$ cat config.mk
export PLATFORM = sky130hd
export DESIGN_NAME = ps2_keyboard_top
export DESIGN_NICKNAME = d
export VERILOG_FILES = /design/src/verilog/ps2_pkg.sv /design/src/verilog/kbd_pkg.sv /design/src/verilog/ps2_line_filter.sv /design/src/verilog/ps2_rx.sv /design/src/verilog/ps2_tx.sv /design/src/verilog/scancode_translator.sv /design/src/verilog/keyboard_controller.sv /design/src/verilog/ps2_keyboard_top.sv
export SDC_FILE = /design/constraint.sdc
export NUM_CORES = 1
export LEC_CHECK = 0
export BUFFER_PORTS_ARGS = -buffer_cell sky130_fd_sc_hd__buf_2
export CORE_ASPECT_RATIO = 1.75
export CORE_MARGIN = 5
export CORE_UTILIZATION = 27
export CTS_BUF_LIST = sky130_fd_sc_hd__clkbuf_4
export DETAILED_ROUTE_END_ITERATION = 6
export SYNTH_ARGS = -nofsm -noshare
export SYNTH_HDL_FRONTEND = slang
export SYNTH_SLANG_ARGS = --single-unit
$ cat constraint.sdc
create_clock -name clk -period 3.13 [get_ports clk]
set_clock_uncertainty 0.05 [all_clocks]
set_input_delay 0.313 -clock clk [delete_from_list [all_inputs] [get_ports clk]]
set_output_delay 0.313 -clock clk [all_outputs]
set_load 0.01 [all_outputs]
$ cat src/verilog/ps2_pkg.sv
// PS/2 line-protocol constants shared by the line filter, receiver and transmitter.
// Refer to them by scoped name, for example ps2_pkg::FRAME_BITS.

`default_nettype none

package ps2_pkg;

    // bits that follow the start bit in one frame
    // 8 data bits, odd parity and the stop bit
    localparam int FRAME_BITS = 10;

    // consecutive equal samples needed before a filtered line may change
    localparam int FILTER_LEN = 4;

    // system clocks the host holds ps2_clk low before a request to send
    // this is short for simulation, real hardware wants about 100 us
    localparam int INHIBIT_CYCLES = 64;

    // width of the inhibit counter
    localparam int INHIBIT_W = $clog2(INHIBIT_CYCLES);

endpackage

`default_nettype wire

$ cat src/verilog/kbd_pkg.sv
// Keyboard command, response and scancode constants.
// Used by the controller and the translator as kbd_pkg::name.

`default_nettype none

package kbd_pkg;

    // host to keyboard commands
    localparam logic [7:0] CMD_RESET  = 8'hFF;
    localparam logic [7:0] CMD_ENABLE = 8'hF4;

    // keyboard to host responses
    localparam logic [7:0] RSP_ACK    = 8'hFA;
    localparam logic [7:0] RSP_BAT_OK = 8'hAA;

    // set-2 prefixes for a release and for the extended keys
    localparam logic [7:0] SC_BREAK   = 8'hF0;
    localparam logic [7:0] SC_EXT     = 8'hE0;

    // translator result when a set-2 code has no set-1 entry
    localparam logic [7:0] SC1_NONE   = 8'h00;

    // set-1 bit that marks a key release
    localparam logic [7:0] BREAK_FLAG = 8'h80;

endpackage

`default_nettype wire

$ cat src/verilog/ps2_line_filter.sv
// Input conditioning for the two PS/2 lines.
// Each pin is synchronized, then only follows a run of FILTER_LEN equal samples.
// clk_fall strobes for one cycle when the filtered clock goes low.

`timescale 1ns/1ps
`default_nettype none

module ps2_line_filter (
    input  wire  clk,
    input  wire  reset,
    input  wire  ps2_clk_in,
    input  wire  ps2_data_in,
    output logic clk_filt,
    output logic data_filt,
    output logic clk_fall
);

    // bit 0 carries the clock line and bit 1 the data line
    logic [1:0] sync1;
    logic [1:0] sync2;
    logic [1:0] filt;
    logic [$clog2(ps2_pkg::FILTER_LEN)-1:0] run_cnt [2];
    logic       clk_prev;

    always_ff @(posedge clk or posedge reset) begin
        if (reset) begin
            // both lines idle high through their pull-ups
            sync1      <= 2'b11;
            sync2      <= 2'b11;
            filt       <= 2'b11;
            run_cnt[0] <= '0;
            run_cnt[1] <= '0;
            clk_prev   <= 1'b1;
        end else begin
            sync1    <= {ps2_data_in, ps2_clk_in};
            sync2    <= sync1;
            clk_prev <= filt[0];
            for (int i = 0; i < 2; i++) begin
                // any sample that agrees with the filtered level restarts the run
                if (sync2[i] == filt[i]) begin
                    run_cnt[i] <= '0;
                end else if (run_cnt[i] == ps2_pkg::FILTER_LEN - 1) begin
                    filt[i]    <= sync2[i];
                    run_cnt[i] <= '0;
                end else begin
                    run_cnt[i] <= run_cnt[i] + 1'b1;
                end
            end
        end
    end

    assign clk_filt  = filt[0];
    assign data_filt = filt[1];
    // high in the first cycle the filtered clock reads low
    assign clk_fall  = clk_prev & ~filt[0];

endmodule

`default_nettype wire

$ cat src/verilog/ps2_rx.sv
// Device-to-host frame receiver.
// Bits are taken on each filtered clock falling edge, LSB first.
// rx_valid pulses for one cycle with rx_byte once parity and stop check out.

`timescale 1ns/1ps
`default_nettype none

module ps2_rx (
    input  wire        clk,
    input  wire        reset,
    input  wire        clk_fall,
    input  wire        data_filt,
    input  wire        rx_inhibit,
    output logic [7:0] rx_byte,
    output logic       rx_valid
);

    // set once a low start bit has been seen
    logic active;
    // index of the next bit after the start bit
    logic [$clog2(ps2_pkg::FRAME_BITS)-1:0] bit_cnt;
    // running xor over data and parity, odd parity leaves it at 1
    logic parity;

    always_ff @(posedge clk or posedge reset) begin
        if (reset) begin
            active   <= 1'b0;
            bit_cnt  <= '0;
            parity   <= 1'b0;
            rx_valid <= 1'b0;
        end else begin
            rx_valid <= 1'b0;
            if (rx_inhibit) begin
                // the host owns the bus while it transmits
                active  <= 1'b0;
                bit_cnt <= '0;
            end else if (clk_fall) begin
                if (!active) begin
                    // a high start bit is ignored and we keep waiting
                    if (!data_filt) begin
                        active  <= 1'b1;
                        bit_cnt <= '0;
                        parity  <= 1'b0;
                    end
                end else if (bit_cnt == ps2_pkg::FRAME_BITS - 1) begin
                    // stop bit must be high and the parity odd
                    active   <= 1'b0;
                    bit_cnt  <= '0;
                    rx_valid <= data_filt & parity;
                end else begin
                    parity  <= parity ^ data_filt;
                    bit_cnt <= bit_cnt + 1'b1;
                end
            end
        end
    end

    // data shifter, it stops moving after the eighth data bit
    always_ff @(posedge clk) begin
        if (clk_fall && active && !rx_inhibit &&
            bit_cnt < ps2_pkg::FRAME_BITS - 2) begin
            rx_byte <= {data_filt, rx_byte[7:1]};
        end
    end

endmodule

`default_nettype wire

$ cat src/verilog/ps2_tx.sv
// Host-to-device command transmitter.
// Pull the clock low to inhibit, request with a low start bit, then present
// data, parity and stop on successive device clock falling edges.
// tx_complete pulses once the device has acknowledged the byte.

`timescale 1ns/1ps
`default_nettype none

module ps2_tx (
    input  wire        clk,
    input  wire        reset,
    input  wire  [7:0] tx_byte,
    input  wire        start_tx,
    input  wire        clk_fall,
    input  wire        data_filt,
    output logic       ps2_clk_oe,
    output logic       ps2_data_oe,
    output logic       tx_busy,
    output logic       tx_complete
);

    typedef enum logic [2:0] {
        TX_IDLE,
        TX_INHIBIT,
        TX_REQUEST,
        TX_DATA,
        TX_PARITY,
        TX_STOP,
        TX_ACK
    } tx_state_t;

    tx_state_t                     state;
    logic [ps2_pkg::INHIBIT_W-1:0] inhibit_cnt;
    logic [2:0]                    bit_idx;
    logic [7:0]                    byte_q;
    logic                          parity_q;

    always_ff @(posedge clk or posedge reset) begin
        if (reset) begin
            state       <= TX_IDLE;
            inhibit_cnt <= '0;
            bit_idx     <= '0;
        end else begin
            case (state)
                TX_IDLE: begin
                    if (start_tx) begin
                        state       <= TX_INHIBIT;
                        inhibit_cnt <= '0;
                    end
                end
                TX_INHIBIT: begin
                    if (inhibit_cnt == ps2_pkg::INHIBIT_CYCLES - 1)
                        state <= TX_REQUEST;
                    else
                        inhibit_cnt <= inhibit_cnt + 1'b1;
                end
                TX_REQUEST: begin
                    // the first device clock asks for data bit 0
                    if (clk_fall) begin
                        state   <= TX_DATA;
                        bit_idx <= '0;
                    end
                end
                TX_DATA: begin
                    if (clk_fall) begin
                        if (bit_idx == 3'd7)
                            state <= TX_PARITY;
                        else
                            bit_idx <= bit_idx + 1'b1;
                    end
                end
                TX_PARITY: begin
                    if (clk_fall)
                        state <= TX_STOP;
                end
                TX_STOP: begin
                    // the device pulls data low after taking the stop bit
                    // without it we drop back to idle and the sender may retry
                    if (clk_fall)
                        state <= data_filt ? TX_IDLE : TX_ACK;
                end
                default: begin
                    state <= TX_IDLE;
                end
            endcase
        end
    end

    // the command byte and its odd parity are captured when the send starts
    always_ff @(posedge clk) begin
        if (state == TX_IDLE && start_tx) begin
            byte_q   <= tx_byte;
            parity_q <= ~^tx_byte;
        end
    end

    // an enable of 1 pulls the line low, so a 0 bit drives the enable high
    always_comb begin
        ps2_clk_oe = state == TX_INHIBIT;
        case (state)
            TX_REQUEST: ps2_data_oe = 1'b1;
            TX_DATA:    ps2_data_oe = ~byte_q[bit_idx];
            TX_PARITY:  ps2_data_oe = ~parity_q;
            default:    ps2_data_oe = 1'b0;
        endcase
    end

    assign tx_busy     = state != TX_IDLE && state != TX_ACK;
    assign tx_complete = state == TX_ACK;

endmodule

`default_nettype wire

$ cat src/verilog/scancode_translator.sv
// Set-2 to set-1 scancode lookup, purely combinational.
// Codes outside the table, the prefixes included, give kbd_pkg::SC1_NONE.

`timescale 1ns/1ps
`default_nettype none

module scancode_translator (
    input  wire  [7:0] scancode_in,
    output logic [7:0] scancode_out
);

    always_comb begin
        case (scancode_in)
            // letters
            8'h1C: scancode_out = 8'h1E;
            8'h32: scancode_out = 8'h30;
            8'h21: scancode_out = 8'h2E;
            8'h23: scancode_out = 8'h20;
            8'h24: scancode_out = 8'h12;
            8'h2B: scancode_out = 8'h21;
            8'h34: scancode_out = 8'h22;
            8'h33: scancode_out = 8'h23;
            8'h43: scancode_out = 8'h17;
            8'h3B: scancode_out = 8'h24;
            8'h42: scancode_out = 8'h25;
            8'h4B: scancode_out = 8'h26;
            8'h3A: scancode_out = 8'h32;
            8'h31: scancode_out = 8'h31;
            8'h44: scancode_out = 8'h18;
            8'h4D: scancode_out = 8'h19;
            8'h15: scancode_out = 8'h10;
            8'h2D: scancode_out = 8'h13;
            8'h1B: scancode_out = 8'h1F;
            8'h2C: scancode_out = 8'h14;
            8'h3C: scancode_out = 8'h16;
            8'h2A: scancode_out = 8'h2F;
            8'h1D: scancode_out = 8'h11;
            8'h22: scancode_out = 8'h2D;
            8'h35: scancode_out = 8'h15;
            8'h1A: scancode_out = 8'h2C;
            // top row digits 1 to 0
            8'h16: scancode_out = 8'h02;
            8'h1E: scancode_out = 8'h03;
            8'h26: scancode_out = 8'h04;
            8'h25: scancode_out = 8'h05;
            8'h2E: scancode_out = 8'h06;
            8'h36: scancode_out = 8'h07;
            8'h3D: scancode_out = 8'h08;
            8'h3E: scancode_out = 8'h09;
            8'h46: scancode_out = 8'h0A;
            8'h45: scancode_out = 8'h0B;
            // space, enter, escape, backspace and tab
            8'h29: scancode_out = 8'h39;
            8'h5A: scancode_out = 8'h1C;
            8'h76: scancode_out = 8'h01;
            8'h66: scancode_out = 8'h0E;
            8'h0D: scancode_out = 8'h0F;
            // shifts, left ctrl, left alt and caps lock
            8'h12: scancode_out = 8'h2A;
            8'h59: scancode_out = 8'h36;
            8'h14: scancode_out = 8'h1D;
            8'h11: scancode_out = 8'h38;
            8'h58: scancode_out = 8'h3A;
            default: scancode_out = kbd_pkg::SC1_NONE;
        endcase
    end

endmodule

`default_nettype wire

$ cat src/verilog/keyboard_controller.sv
// Keyboard power-up sequencer and set-1 scancode source.
// Sends reset and waits for the self-test pass, then sends enable and waits
// for its acknowledge. After that every translated make or break is output
// as a one-cycle scancode_valid strobe.

`timescale 1ns/1ps
`default_nettype none

module keyboard_controller (
    input  wire        clk,
    input  wire        reset,
    input  wire  [7:0] rx_byte,
    input  wire        rx_valid,
    input  wire        tx_complete,
    input  wire        tx_busy,
    output logic [7:0] tx_byte,
    output logic       start_tx,
    output logic [7:0] scancode,
    output logic       scancode_valid
);

    typedef enum logic [2:0] {
        ST_RESET_START,
        ST_RESET_WAIT,
        ST_ENABLE_START,
        ST_ENABLE_WAIT,
        ST_IDLE
    } kbd_state_t;

    kbd_state_t state;
    kbd_state_t next_state;
    logic [7:0] translated;
    // the previous received byte was the release prefix
    logic       is_break;

    scancode_translator u_translator (
        .scancode_in  (rx_byte),
        .scancode_out (translated)
    );

    always_ff @(posedge clk or posedge reset) begin
        if (reset)
            state <= ST_RESET_START;
        else
            state <= next_state;
    end

    // an extended release is E0 F0 code, so only the byte just before counts
    always_ff @(posedge clk or posedge reset) begin
        if (reset)
            is_break <= 1'b0;
        else if (rx_valid)
            is_break <= rx_byte == kbd_pkg::SC_BREAK;
    end

    always_comb begin
        next_state = state;
        case (state)
            ST_RESET_START:
                if (tx_complete) next_state = ST_RESET_WAIT;
            // the reset acknowledge comes first and is skipped here
            ST_RESET_WAIT:
                if (rx_valid && rx_byte == kbd_pkg::RSP_BAT_OK) next_state = ST_ENABLE_START;
            ST_ENABLE_START:
                if (tx_complete) next_state = ST_ENABLE_WAIT;
            ST_ENABLE_WAIT:
                if (rx_valid) next_state = ST_IDLE;
            default:
                next_state = ST_IDLE;
        endcase
    end

    // a start is held off while the transmitter is busy or just finishing
    always_comb begin
        start_tx = 1'b0;
        tx_byte  = 8'h00;
        case (state)
            ST_RESET_START: begin
                start_tx = ~tx_busy & ~tx_complete;
                tx_byte  = kbd_pkg::CMD_RESET;
            end
            ST_ENABLE_START: begin
                start_tx = ~tx_busy & ~tx_complete;
                tx_byte  = kbd_pkg::CMD_ENABLE;
            end
            default: begin
                start_tx = 1'b0;
                tx_byte  = 8'h00;
            end
        endcase
    end

    assign scancode = is_break ? (kbd_pkg::BREAK_FLAG | translated) : translated;

    // prefixes and unknown codes never reach the CPU
    assign scancode_valid = state == ST_IDLE && rx_valid &&
                            rx_byte != kbd_pkg::SC_BREAK &&
                            rx_byte != kbd_pkg::SC_EXT &&
                            translated != kbd_pkg::SC1_NONE;

endmodule

`default_nettype wire

$ cat src/verilog/ps2_keyboard_top.sv
// PS/2 keyboard subsystem top level.
// The oe outputs pull the open-drain pins low when high, the pull-ups sit outside.
// scancode is valid only in the cycle scancode_valid is high.

`timescale 1ns/1ps
`default_nettype none

module ps2_keyboard_top (
    input  wire        clk,
    input  wire        reset,
    input  wire        ps2_clk_in,
    input  wire        ps2_data_in,
    output logic       ps2_clk_oe,
    output logic       ps2_data_oe,
    output logic [7:0] scancode,
    output logic       scancode_valid
);

    logic       clk_fall;
    logic       data_filt;
    logic [7:0] rx_byte;
    logic       rx_valid;
    logic [7:0] tx_byte;
    logic       start_tx;
    logic       tx_busy;
    logic       tx_complete;

    // the filtered clock level itself has no user here, only its falling edge
    ps2_line_filter u_filter (
        .clk         (clk),
        .reset       (reset),
        .ps2_clk_in  (ps2_clk_in),
        .ps2_data_in (ps2_data_in),
        .clk_filt    (),
        .data_filt   (data_filt),
        .clk_fall    (clk_fall)
    );

    // the receiver is held off for the whole of a host transmission
    ps2_rx u_rx (
        .clk        (clk),
        .reset      (reset),
        .clk_fall   (clk_fall),
        .data_filt  (data_filt),
        .rx_inhibit (tx_busy),
        .rx_byte    (rx_byte),
        .rx_valid   (rx_valid)
    );

    ps2_tx u_tx (
        .clk         (clk),
        .reset       (reset),
        .tx_byte     (tx_byte),
        .start_tx    (start_tx),
        .clk_fall    (clk_fall),
        .data_filt   (data_filt),
        .ps2_clk_oe  (ps2_clk_oe),
        .ps2_data_oe (ps2_data_oe),
        .tx_busy     (tx_busy),
        .tx_complete (tx_complete)
    );

    keyboard_controller u_ctrl (
        .clk            (clk),
        .reset          (reset),
        .rx_byte        (rx_byte),
        .rx_valid       (rx_valid),
        .tx_complete    (tx_complete),
        .tx_busy        (tx_busy),
        .tx_byte        (tx_byte),
        .start_tx       (start_tx),
        .scancode       (scancode),
        .scancode_valid (scancode_valid)
    );

endmodule

`default_nettype wire

==> flow_summary.yaml <==
min_path:
  hp-class: "reg -> reg"
  hold_depth: 0
logic_synthesis:
  ys.flop_type: "dfrtp_1"
  ys_types: 76
  synth_area_leaders: "dfrtp_1 18%, edfxtp_1 8.9%, dfstp_2 4.9%"
  synth_area_per_cell_um2: 8.735
  synth_top_cell_area_share_pct: 18.16
  synth_edf_count: 11
  synth_area_um2: 3721
  async_reset_ff_share_pct: 66.67
  netlist_instances: 426
  yosysWarnings: 0
  yosysTopAreaCell: "dfrtp_1"
  synth-seq-cells: 51
  synth_most_common_cell: "nand2_1"
  synth_common_cells: "42 x nand2_1, 34 x o21ai_0, 28 x nor2_1, 27 x dfrtp_1, 22 x nor2b_1"
  syn-num-nets: 443
  yosysSeqAreaShare_pct: 35.21
sta:
  rsz0062_at_grt: "no"
  period_needed_ps: 3039
  fmaxAchievable_ghz: 0.3290
  setup_tns_ps: 0
  tightest_slew_ps: 906.1
  post-route-period-util_pct: 97.10
  relSlewSlack_pct: 38.81
  hold-worst-slack_ps: 315.4
  timing.final.max_slew_violations: 0
  hold_viol: 0
  finalSetupViolCount: 0
setup_path:
  crit_required_ps: 3360
  cp.arrival_ps: 3260
  critPathMaxFanout: 8
  start_kind: "register"
  critical_path_class: "reg -> reg"
  ff2ff_path_depth: 12
  reg2reg_slack_ps: 90
  endpoint_kind: "register"
placed_design:
  hpwl_um: 8512
  numPortBuffers: 13
  gp_congestion: 1.005
floorplanning:
  core_area_um2: 13450
  io_pins: 15
  initial_core_util_pct: 27.66
  die_w_um: 98.74
  die_h_um: 165.3
  die-area_um2: 16320
  rows: 56
finish:
  multi_input_area_um2: 2193
  nets: 461
  drive_gt1_share_pct: 17.30
  syn2layout_area_growth_pct: 11.23
  fillers: 1417
  diodes: 0
  ff_latch_area_um2: 1310
clock_network:
  cts.clk_slew.worst_paths_ps: 160
  clock_path_buffers: 2
  htreeDepth: 2
  cts_sinks: 51
  cts_made_buffers: 5
  post_cts_buffers: 0
  insertion_delay_ps: 380
  root_buffer: "clkbuf_4"
  cts_tree: "built"
power_and_ir_drop:
  power_leakage_nw: 1.672
  ir_worst_vdd_uv: 353.9
  switchingPower_uw: 300.5
  p_seq_share_pct: 64.4
  combPwrFrac_pct: 9.4
  swShare_pct: 24.96
  clkPwrFrac_pct: 26.2
  p_int_uw: 903.3
  power_density_nw_per_um2: 290.8
route:
  drtAntennaViolNets: 0
  vias: 3444
  wl_per_cell_um: 18.10
  first_pass_iters: 5
  drtIter0Drc: 264
  drt_wl_total_um: 11210
  drcViolationCount: 0
  routed_via_density: 5.564
global_routing:
  grtUsageMet3_pct: 1.807
  grt_overflow: 0
  antenna_found_initial: 0
  grt.total_usage_pct: 13.60
  grt_max_degree: 35
  use_met2_pct: 25.03
  grt_first_pass_wirelength_um: 17700
  first_global_vias: 3488
  met1_usage_pct: 13.59
  grt_busiest_layer: "met2"
status:
  outcome: "finished clean"
job:
  maxCapViolations: 0
worst max-delay path: stages (launching register included):
cell and delay (ps):
dfstp_2 570, and4bb_4 260, nand3_4 90, inv_4 110, mux2_2 380, inv_1 110
ha_1 290, nand4b_1 160, nand2_1 200, nor3_1 70, o22ai_1 240, nor2_1 80
a311oi_2 300
per-stage QoR:
| step | std cells | utilization, % | setup slack [ps] | total power, mW | instance area (um^2) |
|---|---|---|---|---|---|
| detailed placement | 608 | 30.04 | 84.78 | 0.9016 | 4041 |
| global placement | 608 | 30.04 | 32.00 | 0.8874 | 4041 |
| global route | 619 | 30.77 | 16.93 | 1.264 | 4139 |
| CTS | 619 | 30.69 | 24.54 | 1.226 | 4129 |
| finish | 619 | 30.77 | 90.87 | 1.204 | 4139 |
| floorplan | 426 | - | 0.1050 | 0.8657 | 3722 |
power by group through the flow:
| stage | logic (mW) | clock network, mW | registers (mW) |
|---|---|---|---|
| global route | 0.130 | 0.351 | 0.783 |
| CTS | 0.116 | 0.334 | 0.777 |
| finish | 0.113 | 0.316 | 0.775 |
| floorplan | 0.0879 | 0 | 0.778 |
| global placement | 0.103 | 0 | 0.784 |
| detailed placement | 0.111 | 0 | 0.790 |
what timing repair did:
action	CTS	global route
gates resized for setup	0	3
endpoints found under the setup margin	0	2
endpoints found under the hold margin	29	0
hold buffers	3	0
path summary, 6_finish.rpt:
| check | startpoint | end |
|---|---|---|
| hold reg to reg | u_filter.sync1[0] | u_filter.sync2[0] |
| setup reg to reg | u_filter.clk_prev | register |
| min in group asynchronous | reset | u_rx.bit_cnt[3] |
| hold / removal | u_filter.sync1[0] | u_filter.sync2[0] |
| setup / recovery | u_filter.clk_prev | register |
| max in group asynchronous | reset | u_filter.filt[1] |
cell usage in the layout (no fill, tap or decap), types with 4 or more instances in the layout:
| master | instances |
|---|---|
| dfxtp_1 | 6 |
| a31oi_1 | 5 |
| buf_4 | 24 |
| inv_1 | 20 |
| clkbuf_4 | 7 |
| dfrtp_1 | 27 |
| nor3b_1 | 6 |
| mux2_2 | 8 |
| nand3_1 | 12 |
| o32a_1 | 4 |
| nor2b_1 | 22 |
| o22ai_1 | 4 |
| nand2b_1 | 6 |
| o31ai_1 | 5 |
| o2111ai_1 | 5 |
| nand2_1 | 42 |
| dfstp_2 | 7 |
| a21o_1 | 5 |
| o21ai_0 | 34 |
| edfxtp_1 | 11 |
| mux2i_1 | 14 |
| a21oi_1 | 15 |
| nor3_1 | 17 |
| and3_1 | 7 |
| ha_1 | 13 |
| nor2_1 | 28 |
| buf_2 | 13 |
layout make-up:
| type | count | area share, % |
|---|---|---|
| sequential | 51 | 31.65 |
| inverter | 22 | 2.056 |
| clock inverter | 1 | 0.1209 |
| clock buffer | 7 | 1.270 |
| timing repair buffer | 40 | 6.651 |
| tap | 174 | 5.260 |
| multi-input combinational | 324 | 52.99 |
metal layers:
metal | routed length [um] | share of wire [%]
met5 | 0 | 0
met3 | 462 | 4.1
met1 | 4002 | 36
met2 | 5963 | 53
met4 | 778 | 6.9
kinds of logic (layout without fill, tap and decap cells):
family / count (synthesis) / in the layout / share of synthesized area (%)
and+or+nand+nor: 160 / 160 / 22.70
DFF: 51 / 51 / 35.21
other: 1 / 1 / 0.1008
xor gates and xnor gates: 5 / 5 / 1.581
AOI/OAI and AO/OA: 120 / 120 / 22.50
adders and majority gates: 13 / 13 / 4.371
muxes: 25 / 25 / 7.431
buffers and inverters: 51 / 70 / 6.119
No activity file was read; power rests on OpenSTA's default activity.
